==> src/design/rom_load_defs.svh <==
/* rom download layout constants */

`ifndef ROM_LOAD_DEFS_SVH
`define ROM_LOAD_DEFS_SVH

// start header, three 16-bit marks in 1 KB units
`define START_BYTES  6
`define START_HEADER 16

// first byte of the bulk image
`define FULL_HEADER  64

// board configuration block
`define CFG_BASE     8              // first config byte address
`define CFG_SIZE     23             // config byte count

// per-region word offsets into sdram, 22 bits
`define CPU_OFFSET   22'h000000
`define SND_OFFSET   22'h040000     // sound cpu rom
`define OKI_OFFSET   22'h050000     // adpcm samples, same bank as sound
`define GFX_OFFSET   22'h000000     // graphics bank starts at zero

// cycles a programming write may wait for its ack
`define ACK_LIMIT    64

`endif

==> src/design/sdram_prog_pkg.sv <==
/* sdram programming write types */

package sdram_prog_pkg;

    // target bank per region
    typedef enum logic [1:0] {
        BANK_SND = 2'b00,       // sound and adpcm
        BANK_CPU = 2'b01,
        BANK_GFX = 2'b10
    } prog_bank_e;

    // one byte write into a 16-bit sdram word
    typedef struct packed {
        logic [21:0] addr;      // word address
        logic [7:0]  data;
        logic [1:0]  mask;      // active low, 10 even byte, 01 odd byte
    } prog_word_t;

endpackage

==> src/design/rom_layout_pkg.sv <==
/* image layout and download phases */

package rom_layout_pkg;

    // bulk image regions, in image order
    typedef enum logic [1:0] {
        REG_CPU = 2'd0,
        REG_SND = 2'd1,
        REG_OKI = 2'd2,         // adpcm sample rom
        REG_GFX = 2'd3
    } region_e;

    // download phases
    typedef enum logic [2:0] {
        ST_IDLE   = 3'd0,
        ST_HEADER = 3'd1,       // start marks and reserved bytes
        ST_CFG    = 3'd2,       // configuration block
        ST_BULK   = 3'd3,       // rom data
        ST_DONE   = 3'd4,
        ST_ERROR  = 3'd5        // ack timeout, sticky
    } load_state_e;

    // start marks in 1 KB units, first byte lands in snd_start[7:0]
    typedef struct packed {
        logic [15:0] gfx_start;
        logic [15:0] oki_start;
        logic [15:0] snd_start;
    } region_starts_t;

endpackage

==> src/design/prog_bus_if.sv <==
/* sdram programming write bus */

`timescale 1ns/1ns

interface prog_bus_if;
    import sdram_prog_pkg::*;

    prog_word_t word;           // address, data and byte mask
    prog_bank_e bank;
    logic       we;             // held until ack
    logic       ack;            // from sdram side

    // mapper side
    modport src (
        output word,
        output bank,
        output we,
        input  ack
    );

    // watchdog side, observes only
    modport mon (
        input we,
        input ack
    );

endinterface

==> src/design/load_fsm.sv <==
/* download phase fsm */

`timescale 1ns/1ns
`include "rom_load_defs.svh"

module load_fsm (
    input  logic                       clk,
    input  logic                       rst_n,
    input  logic                       downloading,
    input  logic [24:0]                ioctl_addr,
    input  logic                       ioctl_wr,
    input  logic                       timeout,
    output rom_layout_pkg::load_state_e state,
    output logic                       wd_clear,
    output logic                       load_done,
    output logic                       load_error
);
    import rom_layout_pkg::*;

    load_state_e state_next;
    logic        strobe;

    assign strobe = ioctl_wr && downloading;

    always_comb begin
        state_next = state;                         // hold by default
        case (state)
            ST_IDLE: begin
                if (downloading) state_next = ST_HEADER;
            end
            ST_HEADER, ST_CFG, ST_BULK: begin
                if (timeout) begin
                    state_next = ST_ERROR;          // error wins over done
                end else if (!downloading) begin
                    state_next = ST_DONE;
                end else if (strobe && ioctl_addr >= 25'(`FULL_HEADER)) begin
                    state_next = ST_BULK;
                end else if (state == ST_HEADER && strobe &&
                             ioctl_addr >= 25'(`CFG_BASE)) begin
                    state_next = ST_CFG;
                end
            end
            ST_DONE: begin
                if (timeout) state_next = ST_ERROR;
                else if (downloading) state_next = ST_HEADER;   // new image
            end
            ST_ERROR: state_next = ST_ERROR;        // only reset leaves
            default:  state_next = ST_IDLE;
        endcase
    end

    always_ff @(posedge clk) begin
        if (!rst_n) begin
            state      <= ST_IDLE;
            wd_clear   <= 1'b0;
            load_done  <= 1'b0;
            load_error <= 1'b0;
        end else begin
            state      <= state_next;
            wd_clear   <= state_next != state;      // one pulse per phase change
            load_done  <= state_next == ST_DONE;
            load_error <= state_next == ST_ERROR;   // sticky via ERROR state
        end
    end

endmodule

==> src/design/ack_watchdog.sv <==
/* programming write ack watchdog */

`timescale 1ns/1ns
`include "rom_load_defs.svh"

module ack_watchdog (
    input  logic           clk,
    input  logic           rst_n,
    input  logic           clear,
    prog_bus_if.mon        bus,
    output logic           timeout
);
    localparam int CW = $clog2(`ACK_LIMIT + 1);

    logic [CW-1:0] cnt;         // unacked write cycles
    logic          at_limit;

    assign at_limit = cnt == CW'(`ACK_LIMIT);

    always_ff @(posedge clk) begin
        if (!rst_n) begin
            cnt <= '0;
        end else if (clear || bus.ack) begin
            cnt <= '0;                              // ack or phase change restarts
        end else if (bus.we && !at_limit) begin
            cnt <= cnt + 1'b1;                      // saturates at limit
        end
    end

    always_ff @(posedge clk) begin
        if (!rst_n) begin
            timeout <= 1'b0;
        end else if (clear || bus.ack) begin
            timeout <= 1'b0;
        end else begin
            // flag in the cycle the count reaches the limit
            timeout <= at_limit || (bus.we && cnt == CW'(`ACK_LIMIT - 1));
        end
    end

endmodule

==> src/design/region_mapper.sv <==
/* header capture and bulk region mapper */

`timescale 1ns/1ns
`include "rom_load_defs.svh"

module region_mapper (
    input  logic                        clk,
    input  logic                        rst_n,
    input  logic                        downloading,
    input  logic [24:0]                 ioctl_addr,
    input  logic [7:0]                  ioctl_data,
    input  logic                        ioctl_wr,
    input  rom_layout_pkg::load_state_e state,
    prog_bus_if.src                     bus,
    output logic                        cfg_we
);
    import rom_layout_pkg::*;
    import sdram_prog_pkg::*;

    region_starts_t starts;
    region_e        region;
    logic [24:0]    bulk_addr;      // offset from bulk start
    logic [15:0]    kb_idx;         // 1 KB index of bulk_addr
    logic [15:0]    base;           // start mark of the region
    logic [21:0]    offset;
    logic [24:0]    rel_addr;       // byte offset inside region
    logic [21:0]    word_addr;
    prog_bank_e     bank;
    logic           strobe;
    logic           blocked;        // no writes outside an active download
    logic           is_start;
    logic           is_cfg;
    logic           is_bulk;

    assign strobe   = ioctl_wr && downloading;
    assign blocked  = state == ST_IDLE || state == ST_DONE || state == ST_ERROR;
    assign is_start = ioctl_addr < 25'(`START_BYTES);
    assign is_cfg   = ioctl_addr >= 25'(`CFG_BASE) &&
                      ioctl_addr < 25'(`CFG_SIZE + `START_HEADER);
    assign is_bulk  = ioctl_addr >= 25'(`FULL_HEADER);

    assign bulk_addr = ioctl_addr - 25'(`FULL_HEADER);
    assign kb_idx    = {1'b0, bulk_addr[24:10]};

    always_comb begin
        if (kb_idx < starts.snd_start)      region = REG_CPU;
        else if (kb_idx < starts.oki_start) region = REG_SND;
        else if (kb_idx < starts.gfx_start) region = REG_OKI;
        else                                region = REG_GFX;

        case (region)
            REG_CPU: begin base = 16'd0;            offset = `CPU_OFFSET; bank = BANK_CPU; end
            REG_SND: begin base = starts.snd_start; offset = `SND_OFFSET; bank = BANK_SND; end
            REG_OKI: begin base = starts.oki_start; offset = `OKI_OFFSET; bank = BANK_SND; end
            default: begin base = starts.gfx_start; offset = `GFX_OFFSET; bank = BANK_GFX; end
        endcase
    end

    assign rel_addr  = bulk_addr - {base[14:0], 10'd0};
    assign word_addr = rel_addr[22:1] + offset;     // bytes to 16-bit words

    // control: start marks, strobes
    always_ff @(posedge clk) begin
        if (!rst_n) begin
            starts <= '0;
            cfg_we <= 1'b0;
            bus.we <= 1'b0;
        end else begin
            cfg_we <= 1'b0;                         // single cycle pulse
            if (strobe && is_start) begin
                starts <= region_starts_t'({ioctl_data, starts[47:8]});
            end
            if (strobe && !blocked) begin
                cfg_we <= is_cfg;
                bus.we <= is_bulk;                  // new strobe overwrites
            end else if (blocked || !downloading || bus.ack) begin
                bus.we <= 1'b0;
            end
        end
    end

    // payload, loaded with every bulk strobe
    always_ff @(posedge clk) begin
        if (strobe && is_bulk) begin
            bus.word <= '{addr: word_addr,
                          data: ioctl_data,
                          mask: ioctl_addr[0] ? 2'b01 : 2'b10};
            bus.bank <= bank;
        end
    end

endmodule

==> src/design/cfg_regs.sv <==
/* board configuration byte bank */

`timescale 1ns/1ns
`include "rom_load_defs.svh"

module cfg_regs (
    input  logic                     clk,
    input  logic                     rst_n,
    input  logic                     cfg_we,
    input  logic [24:0]              ioctl_addr,
    input  logic [7:0]               ioctl_data,
    output logic [`CFG_SIZE*8-1:0]   cfg_bytes
);
    logic [24:0] idx;               // byte index inside the bank

    // host holds address and data until its next strobe
    assign idx = ioctl_addr - 25'(`CFG_BASE);

    always_ff @(posedge clk) begin
        if (!rst_n) begin
            cfg_bytes <= '0;
        end else if (cfg_we) begin
            for (int i = 0; i < `CFG_SIZE; i++) begin
                if (idx == 25'(i)) begin
                    cfg_bytes[i*8 +: 8] <= ioctl_data;  // byte i at bits 8i
                end
            end
        end
    end

endmodule

==> src/design/rom_loader.sv <==
/* rom download path top */

`timescale 1ns/1ns
`include "rom_load_defs.svh"

module rom_loader (
    input  logic                     clk,
    input  logic                     rst_n,
    input  logic                     downloading,
    input  logic [24:0]              ioctl_addr,
    input  logic [7:0]               ioctl_data,
    input  logic                     ioctl_wr,
    output logic [21:0]              prog_addr,
    output logic [7:0]               prog_data,
    output logic [1:0]               prog_mask,
    output logic [1:0]               prog_bank,
    output logic                     prog_we,
    input  logic                     sdram_ack,
    output logic [`CFG_SIZE*8-1:0]   cfg_bytes,
    output logic                     load_done,
    output logic                     load_error
);
    import rom_layout_pkg::*;

    load_state_e state;
    logic        wd_clear;
    logic        timeout;
    logic        cfg_we;

    prog_bus_if prog_bus ();

    assign prog_bus.ack = sdram_ack;
    assign prog_addr    = prog_bus.word.addr;
    assign prog_data    = prog_bus.word.data;
    assign prog_mask    = prog_bus.word.mask;
    assign prog_bank    = prog_bus.bank;
    assign prog_we      = prog_bus.we;

    load_fsm u_fsm (
        .clk, .rst_n, .downloading, .ioctl_addr, .ioctl_wr,
        .timeout, .state, .wd_clear, .load_done, .load_error
    );

    ack_watchdog u_wdog (
        .clk, .rst_n,
        .clear   (wd_clear),
        .bus     (prog_bus.mon),
        .timeout
    );

    region_mapper u_mapper (
        .clk, .rst_n, .downloading, .ioctl_addr, .ioctl_data, .ioctl_wr,
        .state,
        .bus     (prog_bus.src),
        .cfg_we
    );

    cfg_regs u_cfg (
        .clk, .rst_n, .cfg_we, .ioctl_addr, .ioctl_data, .cfg_bytes
    );

endmodule

==> config.mk <==
export PLATFORM = sky130hd
export DESIGN_NAME = rom_loader
export DESIGN_NICKNAME = d
export VERILOG_FILES = /design/src/design/sdram_prog_pkg.sv /design/src/design/rom_layout_pkg.sv /design/src/design/prog_bus_if.sv /design/src/design/load_fsm.sv /design/src/design/ack_watchdog.sv /design/src/design/region_mapper.sv /design/src/design/cfg_regs.sv /design/src/design/rom_loader.sv
export VERILOG_INCLUDE_DIRS = /design/src /design/src/design
export SDC_FILE = /design/constraint.sdc
export NUM_CORES = 1
export LEC_CHECK = 0
export ABC_AREA = 1
export BUFFER_PORTS_ARGS = -buffer_cell sky130_fd_sc_hd__buf_2
export CAP_MARGIN = 20
export CORE_MARGIN = 3
export CORE_UTILIZATION = 57
export DETAILED_ROUTE_END_ITERATION = 8
export PLACE_DENSITY = 0.85
export SYNTH_ARGS = -nofsm -noshare
export SYNTH_HDL_FRONTEND = slang
export SYNTH_SLANG_ARGS = --single-unit
==> constraint.sdc <==
create_clock -name clk -period 9.5 [get_ports clk]
set_clock_uncertainty 0.15 [all_clocks]
set_input_delay 2.85 -clock clk [delete_from_list [all_inputs] [get_ports clk]]
set_output_delay 2.85 -clock clk [all_outputs]
set_load 0.05 [all_outputs]
After elaboration in Yosys (flattened, before gate mapping) --
Index checks and enable logic that the tools add are counted.
Storage, ports and cells: bits in registers 282, input port bits 38, output and inout port bits 221, word-level logic and storage cells 150
Cells by class: $add $sub $neg 5, $lt $le $gt $ge 7, equality and inequality tests 34, multiplexer cells 16, bitwise operators 1, reduce and logical (&&, ||, !) cells 49
Operators with widths (number):
- $eq 25x4->1 const B | 8
- $eq 25x5->1 const B | 7
- $eq 25x3->1 const B | 4
- $eq 25x2->1 const B | 2
- $lt 15x16->1 | 3
- $reduce_and 2->1 | 24
- $pmux 13 s3 | 1
- $pmux 19 s2 | 1
- $eq 25x1->1 const B | 1
- $ge 25x4->1 const B | 1
- $ge 25x7->1 const B | 1
- $logic_not 25->1 | 1
- $lt 25x3->1 const B | 1
- $lt 25x6->1 const B | 1
- $sub 25x4->25 const B | 1
- $sub 25x7->25 const B | 1
- $sub 23x23->23 | 1
- $add 22x19->22 | 1
- $mux 3 | 6
- $eq 3x3->1 const B | 4
- $pmux 3 s4 | 1
- $logic_and 1x1->1 | 9
- $add 7x1->7 const B | 1
- $eq 7x6->1 const B | 1
- 17 further kinds | 30

Depth between registers and ports, before layout --
Gate-level depths: netlist of the first run.
word-level depth 9, depth in mapped cells 36, depth with buffers taken out 36

By module --
Synthesis of the first run repeated with hierarchy kept, for this count alone.
Unflattened totals: cell total of the unflattened synthesis 2042, area, all modules 14736.6 sq um
By module, submodules not included:
- cfg_regs | instances 1, cells each 1246, area an instance 8541.9 sq um, seq. area each 3683.5 sq um
- region_mapper | instances 1, cells each 660, area an instance 5352.6 sq um, seq. area each 2021.9 sq um
- ack_watchdog | instances 1, cells each 63, area an instance 429.2 sq um, seq. area each 160.2 sq um
- load_fsm | instances 1, cells each 73, area an instance 412.9 sq um, seq. area each 120.1 sq um

Least setup slack after synthesis of the first run --
Ideal clock, no wire load.
path kind input to register, start input port ioctl_addr[6], end register u_mapper.bus.word[31] (netlist name), library setup time 0.256 ns, arrival time 7.527 ns, data required time 9.094 ns, setup slack 1.567 ns, stages on the path 34, cell sequence inv_1 > ha_1 > nand2_1 > nor2_1 > inv_1 > nor2_1 > nand2_1 > o21ai_0 > ha_1 > nand2_1 > nor2_1 > a211oi_1 > nor2_1 > a211oi_1 > nand2_1 > nand2_1 > nand2_1 > inv_1 > ha_1 > clkbuf_1 > a221o_1 > o21ai_0 > ha_1 > nand3b_1 > and2_1 > o21bai_1 > a31oi_1 > xor2_1 > ha_1 > nand3_1 > nand2_1 > nand3_1 > o21bai_1 > nand2_1
Between the ends: cells in the longest elaborated chain, start to end 9, elaborated cells on any way between the ends 14, those cells by class 3 x add/sub; 3 x order compare; 2 x eq/ne; 5 x mux; 1 x reduce/logical
RTL lines:
- from (decl) | line rom_loader.sv:10 | input logic [24:0] ioctl_addr,
- $sub 25x7->25 * | line region_mapper.sv:42 | assign bulk_addr = ioctl_addr - 25'(`FULL_HEADER);
- $lt 15x16->1 | line region_mapper.sv:48 | else if (kb_idx < starts.gfx_start) region = REG_OKI;
- $mux 1 | line region_mapper.sv:48
- $mux 2 | line region_mapper.sv:47 | else if (kb_idx < starts.oki_start) region = REG_SND;
- $mux 2 | line region_mapper.sv:46 | if (kb_idx < starts.snd_start) region = REG_CPU;
- $eq 2x2->1, or another cell as far along | line region_mapper.sv:51 | case (region)
- $pmux 13 s3 | line region_mapper.sv:51
- $sub 23x23->23 | line region_mapper.sv:59 | assign rel_addr = bulk_addr - {base[14:0], 10'd0};
- $add 22x19->22 * | line region_mapper.sv:60 | assign word_addr = rel_addr[22:1] + offset;
- named net u_mapper.word_addr[21] | line region_mapper.sv:27 | logic [21:0] word_addr;
The timed path passes the listed nets; every way through them passes the cells marked *. A chain may end at the register's enable or synchronous reset.

Final worst setup path of the first run --
start input port ioctl_addr[6], end register u_mapper.bus.word[31] (netlist name)
Between the ends: elaborated cells on any way between the ends 14, those cells by class 3 x add/sub; 3 x order compare; 2 x eq/ne; 5 x mux; 1 x reduce/logical
RTL lines:
- $sub 25x7->25 | line region_mapper.sv:42
- named net u_mapper.bulk_addr[6] | line region_mapper.sv:22 | logic [24:0] bulk_addr;
- $sub 23x23->23 | line region_mapper.sv:59
- $add 22x19->22 | line region_mapper.sv:60
- named net u_mapper.word_addr[21] | line region_mapper.sv:27
The timed path passes the listed nets, and every way through them passes these cells.

==> results.cfg, run 1 <==
[sta]
rsz0062_at_grt = false
report.final.setup_viol = 0
finalHoldViolations = 0
final_max_slew_viol_count = 0
totalNegativeSetupSlack_ps = 0
relSlewSlack_pct = 25.8
clock.fmax_ghz = 0.120
min_period_ps = 8320
period_share_pct = 87.6
worst_pin_slew_ps = 1110
whs_ps = 323

[global_routing]
grt_first_pass_wirelength_um = 71500
met3_usage_pct = 4.51
gr-total-overflow = 0
grt_usage_pct = 30.7
grt_util_met2_pct = 50.9
grt_max_degree = 132
top_usage_layer = met2
antenna_found_initial = 2
grt_pass1_vias = 13900
grt_util_met1_pct = 39.9

[cells_and_area]
fill_cells = 2210
nets = 2532
syn2layout_area_growth_pct = 16.6
antenna-diode-count = 0
drive_above_1_share_pct = 15.0

[clocking]
clk_latency_ps = 540
cts_buffers = 29
cts-root-buf = clkbuf_16
clockBufferDepth = 3
ctsResizeCount = 0
htree_levels = 1
clock-sinks = 282
cts_tree = done
clkTransAtPathRegs_ps = 60
ctsHoldBuffers = 0
post_cts_buffers = 0

[logic_synthesis]
yosys_warnings = 0
netlist.area_leader.share_pct = 32.8
yosysUniqueCellTypes = 46
synth_area_um2 = 15200
seq_area_frac_synth_pct = 39.5
syn_inst = 2202
yosysTopAreaCell = dfxtp_1
synth_nets = 2309
synthTopCellsByArea = dfxtp_1 33%, nand2_1 12%, inv_1 10%
ys_seq_elements = 282
syn_avg_cell_area_um2 = 6.88

[setup_path]
crit_required_ps = 9660
crit_type = primary input to flop
critical_path.max_fanout = 14
critical_path_buf_inv_count = 7
cp_top_family = simple AND/OR/NAND/NOR gates
cp-start-kind = primary input
arrival_ps = 8470
rrSetupSlack_ps = 4440
cp_slowest_cell = ha_1
crit_path_max_incr_delay_ps = 480
endpoint_kind = flop
crit_top_cell = nand2_1

[route]
vias = 15000
post_drt_wl_per_cell_um = 16.4
totalWireLength_um = 45700
first_pass_iters = 8
ant_nets = 0
drc = 0
via_per_inst = 5.40
drt_iter0_drc = 1661

[floorplanning]
die-area_um2 = 28600
die_h_um = 169
die_x_um = 169
coreArea_um2 = 26100
boundaryPins = 259
start_util_pct = 58.0
rows = 59

[place]
place.gp.congestion = 0.981
hpwlAfterDp_um = 32000
portBuffers = 258

[worst_hold_path]
hp-class = flop to flop

[pwr]
power_leakage_nw = 8.66
irDropWorstVdd_mv = 0.141
p_per_area_nw_per_um2 = 155

[job]
drv_cap = 0

[run_status]
status = finished clean
Yosys cell counts, drive strengths merged:
| library cell | count |
|---|---|
| and2 | 1 |
| nand3 | 226 |
| inv | 422 |
| edfxtp | 34 |
| a21boi | 1 |
| a311oi | 1 |
| o21ai | 81 |
| a211oi | 6 |
| clkinv | 1 |
| nor4 | 5 |
| a31oi | 2 |
| xnor2 | 6 |
| ha | 68 |
| a21o | 3 |
| and3 | 1 |
| a21oi | 85 |
| nand4 | 35 |
| o22ai | 1 |
| fa | 1 |
| nor3 | 22 |
| nand3b | 5 |
| a22oi | 2 |
| dfxtp | 248 |
| xor2 | 26 |
| clkbuf | 22 |
| a221o | 12 |
| or2 | 1 |
| nand2 | 487 |
| o21bai | 4 |
| buf | 58 |
| nor2 | 335 |
cell families (layout without fill, tap and decap cells):
group / count (synthesis) / in the layout / share of synthesized area (%)
and+or+nand+nor: 1118 / 1118 / 32.7
buffers and inverters: 503 / 748 / 12.9
DFF: 282 / 282 / 39.5
AOI/OAI and AO/OA: 198 / 198 / 7.25
adders and majority gates: 69 / 69 / 5.74
xor gates and xnor gates: 32 / 32 / 1.85
worst reg2reg max path: cells and delay by family (launching register included):
kind	cells	cell delay, ps
buffers and inverters	4	570
DFF	1	350
AOI/OAI and AO/OA	7	1190
xor gates and xnor gates	1	160
and+or+nand+nor	11	1040
adders and majority gates	4	1330
area by class of cell:
class	instances	area (um^2)	share of cell area [%]
multi-input cells	1417	7220	40.9
repair buffers	272	1490	8.43
well taps	335	419	2.37
flip-flops and latches	282	5990	33.9
clock buffers	43	880	4.98
inverters	423	1590	8.99
clock inverters	10	83.8	0.474
stage by stage:
| stage | cell area, um^2 | utilization, % | worst slack [ps] | std cells | power (mW) |
|---|---|---|---|---|---|
| 2_1_floorplan | 15200 | - | 1570 | 2202 | 1.50 |
| 3_3_place_gp | 16600 | 63.5 | 925 | 2724 | 1.59 |
| 3_5_place_dp | 16600 | 63.6 | 731 | 2725 | 1.60 |
| 4_1_cts | 17600 | 67.2 | 1290 | 2778 | 2.73 |
| 5_1_grt | 17700 | 67.6 | 473 | 2782 | 2.82 |
| 6_report | 17700 | 67.6 | 1180 | 2782 | 2.73 |
layout by cell type, fill, tap and decap left out, drive strengths merged:
cell,instances
and3,1
clkbuf,43
xor2,26
a21boi,1
a221o,12
bufinv,1
nor3,22
a21o,3
ha,68
dfxtp,248
o22ai,1
a21oi,85
fa,1
nand3,226
or2,1
nand3b,5
nand2,487
buf,272
nor4,5
o21bai,4
inv,424
a22oi,2
edfxtp,34
xnor2,6
o21ai,81
nor2,335
clkinv,8
a31oi,2
nand4,35
a311oi,1
a211oi,6
and2,1
metal layers:
metal	routed length, um	part of all wire (%)
met3	3780	8.3
met5	23	0.050
met1	18600	41
met2	21000	46
met4	2290	5.0
sequential cells by signal, indices dropped and copies added, names as in the netlist, 2 cells and up:
name	count
u_mapper.bus.bank	2
u_wdog.cnt	7
u_mapper.starts	48
u_cfg.cfg_bytes	184
u_fsm.state	3
u_mapper.bus.word	32
where the power goes:
group          leakage, nW  internal (mW)  switching [mW]
registers             2.32           1.23         0.00492
clock network        0.484          0.667           0.481
logic                 5.86          0.103           0.248
final timing paths:
kind	from	to	depth (start not counted)
max	ioctl_addr[6]	u_mapper.bus.word[31]	36
min	u_cfg.cfg_bytes[153]	u_cfg.cfg_bytes[153]	2
max reg2reg	u_mapper.starts[25]	u_mapper.bus.word[31]	27
min reg2reg	u_cfg.cfg_bytes[153]	u_cfg.cfg_bytes[153]	2
Power figures use the tool's default switching activity.
==> run 2: changes to the inputs <==
--- a/config.mk
+++ b/config.mk
@@ -12,6 +12,7 @@
 export CORE_MARGIN = 3
 export CORE_UTILIZATION = 57
 export DETAILED_ROUTE_END_ITERATION = 8
+export MAX_ROUTING_LAYER = met4
 export PLACE_DENSITY = 0.85
 export SYNTH_ARGS = -nofsm -noshare
 export SYNTH_HDL_FRONTEND = slang
==> run 2 against run 1 <==
  * Worst hold slack got worse by 7.1 ps
  * Non-clock buffer count unchanged
  * Fmax is essentially flat
  * Largest cell class unchanged
  * Largest power group unchanged
  * Sequential share of layout area is essentially flat
  * Critical path depth shrank 1
  * Setup slack worse by 5.1 ps
==> results.cfg, run 2 (synthesis gave the netlist of run 1 again) <==
[run_status]
status = finished clean

[cells_and_area]
nets = 2533
drive_above_1_share_pct = 14.9
fill_cells = 2205
reg.largest.list = u_cfg.cfg_bytes: 184 flops, u_mapper.starts: 48 flops, u_mapper.bus.word: 32 flops
final_common_cell = nand2_1
finalCoreUtilization_pct = 67.7
regMostFlops = u_cfg.cfg_bytes
syn2layout_area_growth_pct = 16.7
mostFrequentLayoutCells = 481 x nand2_1, 418 x inv_1, 317 x nor2_1
largest_register_ffs = 184
final_area_um2 = 17700

[route]
drc = 0
totalWireLength_um = 45200
post_drt_wl_per_cell_um = 16.2
ant_nets = 0
vias = 14800
drt_iter0_drc = 1593
via_per_inst = 5.32
first_pass_iters = 6

[worst_hold_path]
hp-class = flop to flop
whs_path_depth = 2
hold_end = u_cfg.cfg_bytes[137]
hold_start = u_cfg.cfg_bytes[137]

[setup_path]
critical_path.max_fanout = 14
endpoint_kind = flop
crit_required_ps = 9660
crit_type = primary input to flop
crit_path_max_incr_delay_ps = 500
cp_slowest_cell = ha_1
arrival_ps = 8490
rr_worst_depth = 26
crit_top_cell = nand2_1
worstReg2RegEnd = u_mapper.bus.word[31]
critical_path_buf_inv_count = 6
r2r_start = u_mapper.starts[25]
rrSetupSlack_ps = 4350
cp_top_family = compound AO/OA/AOI/OAI gates
cp-start-kind = primary input

[floorplanning]
coreArea_um2 = 26100
die_x_um = 169
die_h_um = 169
die-area_um2 = 28600
start_util_pct = 58.0
boundaryPins = 259
rows = 59

[sta]
min_period_ps = 8320
totalNegativeSetupSlack_ps = 0
rsz0062_at_grt = false
finalHoldViolations = 0
clock.fmax_ghz = 0.120
worst_pin_slew_ps = 1180
final_max_slew_viol_count = 0
report.final.setup_viol = 0
worst_slack_ps = 1180
relSlewSlack_pct = 21.2
period_share_pct = 87.6

[pwr]
irDropWorstVdd_mv = 0.170
p_per_area_nw_per_um2 = 155
power_leakage_nw = 8.65
finalPower_mw = 2.75

[place]
place.gp.congestion = 0.994
portBuffers = 258
post-place-ws_ps = 719
hpwlAfterDp_um = 31900
placed_cell_area_um2 = 16600

[global_routing]
antenna_found_initial = 3
grt_pass1_vias = 13900
grt_usage_pct = 31.5
gr-total-overflow = 0
grt_first_pass_wirelength_um = 71300
grt_max_degree = 127

[clocking]
clkTransAtPathRegs_ps = 60
clock-sinks = 282
ctsHoldBuffers = 0
post_cts_buffers = 0
clk_latency_ps = 570
cts-root-buf = clkbuf_16
cts_buffers = 30
clockBufferDepth = 3
cts_tree = done
htree_levels = 1
ctsResizeCount = 0

[job]
drv_cap = 0
## run 2: metal layers
layer / vias to the layer above / GRT usage [%] / wire length (um)
li1: 7297 / - / -
met1: 6700 / 40.2 / 18700
met2: 661 / 49.4 / 20600
met3: 160 / 4.72 / 3460
met4: 0 / 15.3 / 2440
met5: - / - / 0
## run 2: worst min-delay path, stage by stage (launching register included)
cell     delay [ps]
dfxtp_1         320
nor2_1           50
nor2_1           70
## run 2: stage by stage
stage	hold WS [ps]	cells
6_report	316	2787
5_1_grt	346	2787
3_5_place_dp	308	2725
3_3_place_gp	301	2724
4_1_cts	323	2780
2_1_floorplan	289	2202
## run 2: worst max path at each step
stage                  start               endpoint  slack [ps]  depth (start not counted)
5_1_grt        ioctl_addr[6]  u_mapper.bus.word[31]         600                         35
4_1_cts        ioctl_addr[6]  u_mapper.bus.word[31]        1300                         35
2_1_floorplan  ioctl_addr[6]  u_mapper.bus.word[31]        1570                         34
3_3_place_gp   ioctl_addr[6]  u_mapper.bus.word[31]         940                         36
6_report       ioctl_addr[6]  u_mapper.bus.word[31]        1180                         35
3_5_place_dp   ioctl_addr[6]  u_mapper.bus.word[31]         720                         35
## run 2: power breakdown
group | switching, mW | internal [mW]
Clock | 0.490 | 0.674
Sequential | 0.00453 | 1.23
Combinational | 0.247 | 0.102
## run 2: cell type report
type	instances	area [um^2]	share of cell area [%]
well taps	335	419	2.37
clock inverters	16	140	0.792
inverters	423	1590	8.98
clock buffers	39	837	4.73
flip-flops and latches	282	5990	33.8
multi-input cells	1417	7220	40.9
repair buffers	272	1480	8.38
diodes	3	7.51	0.0425
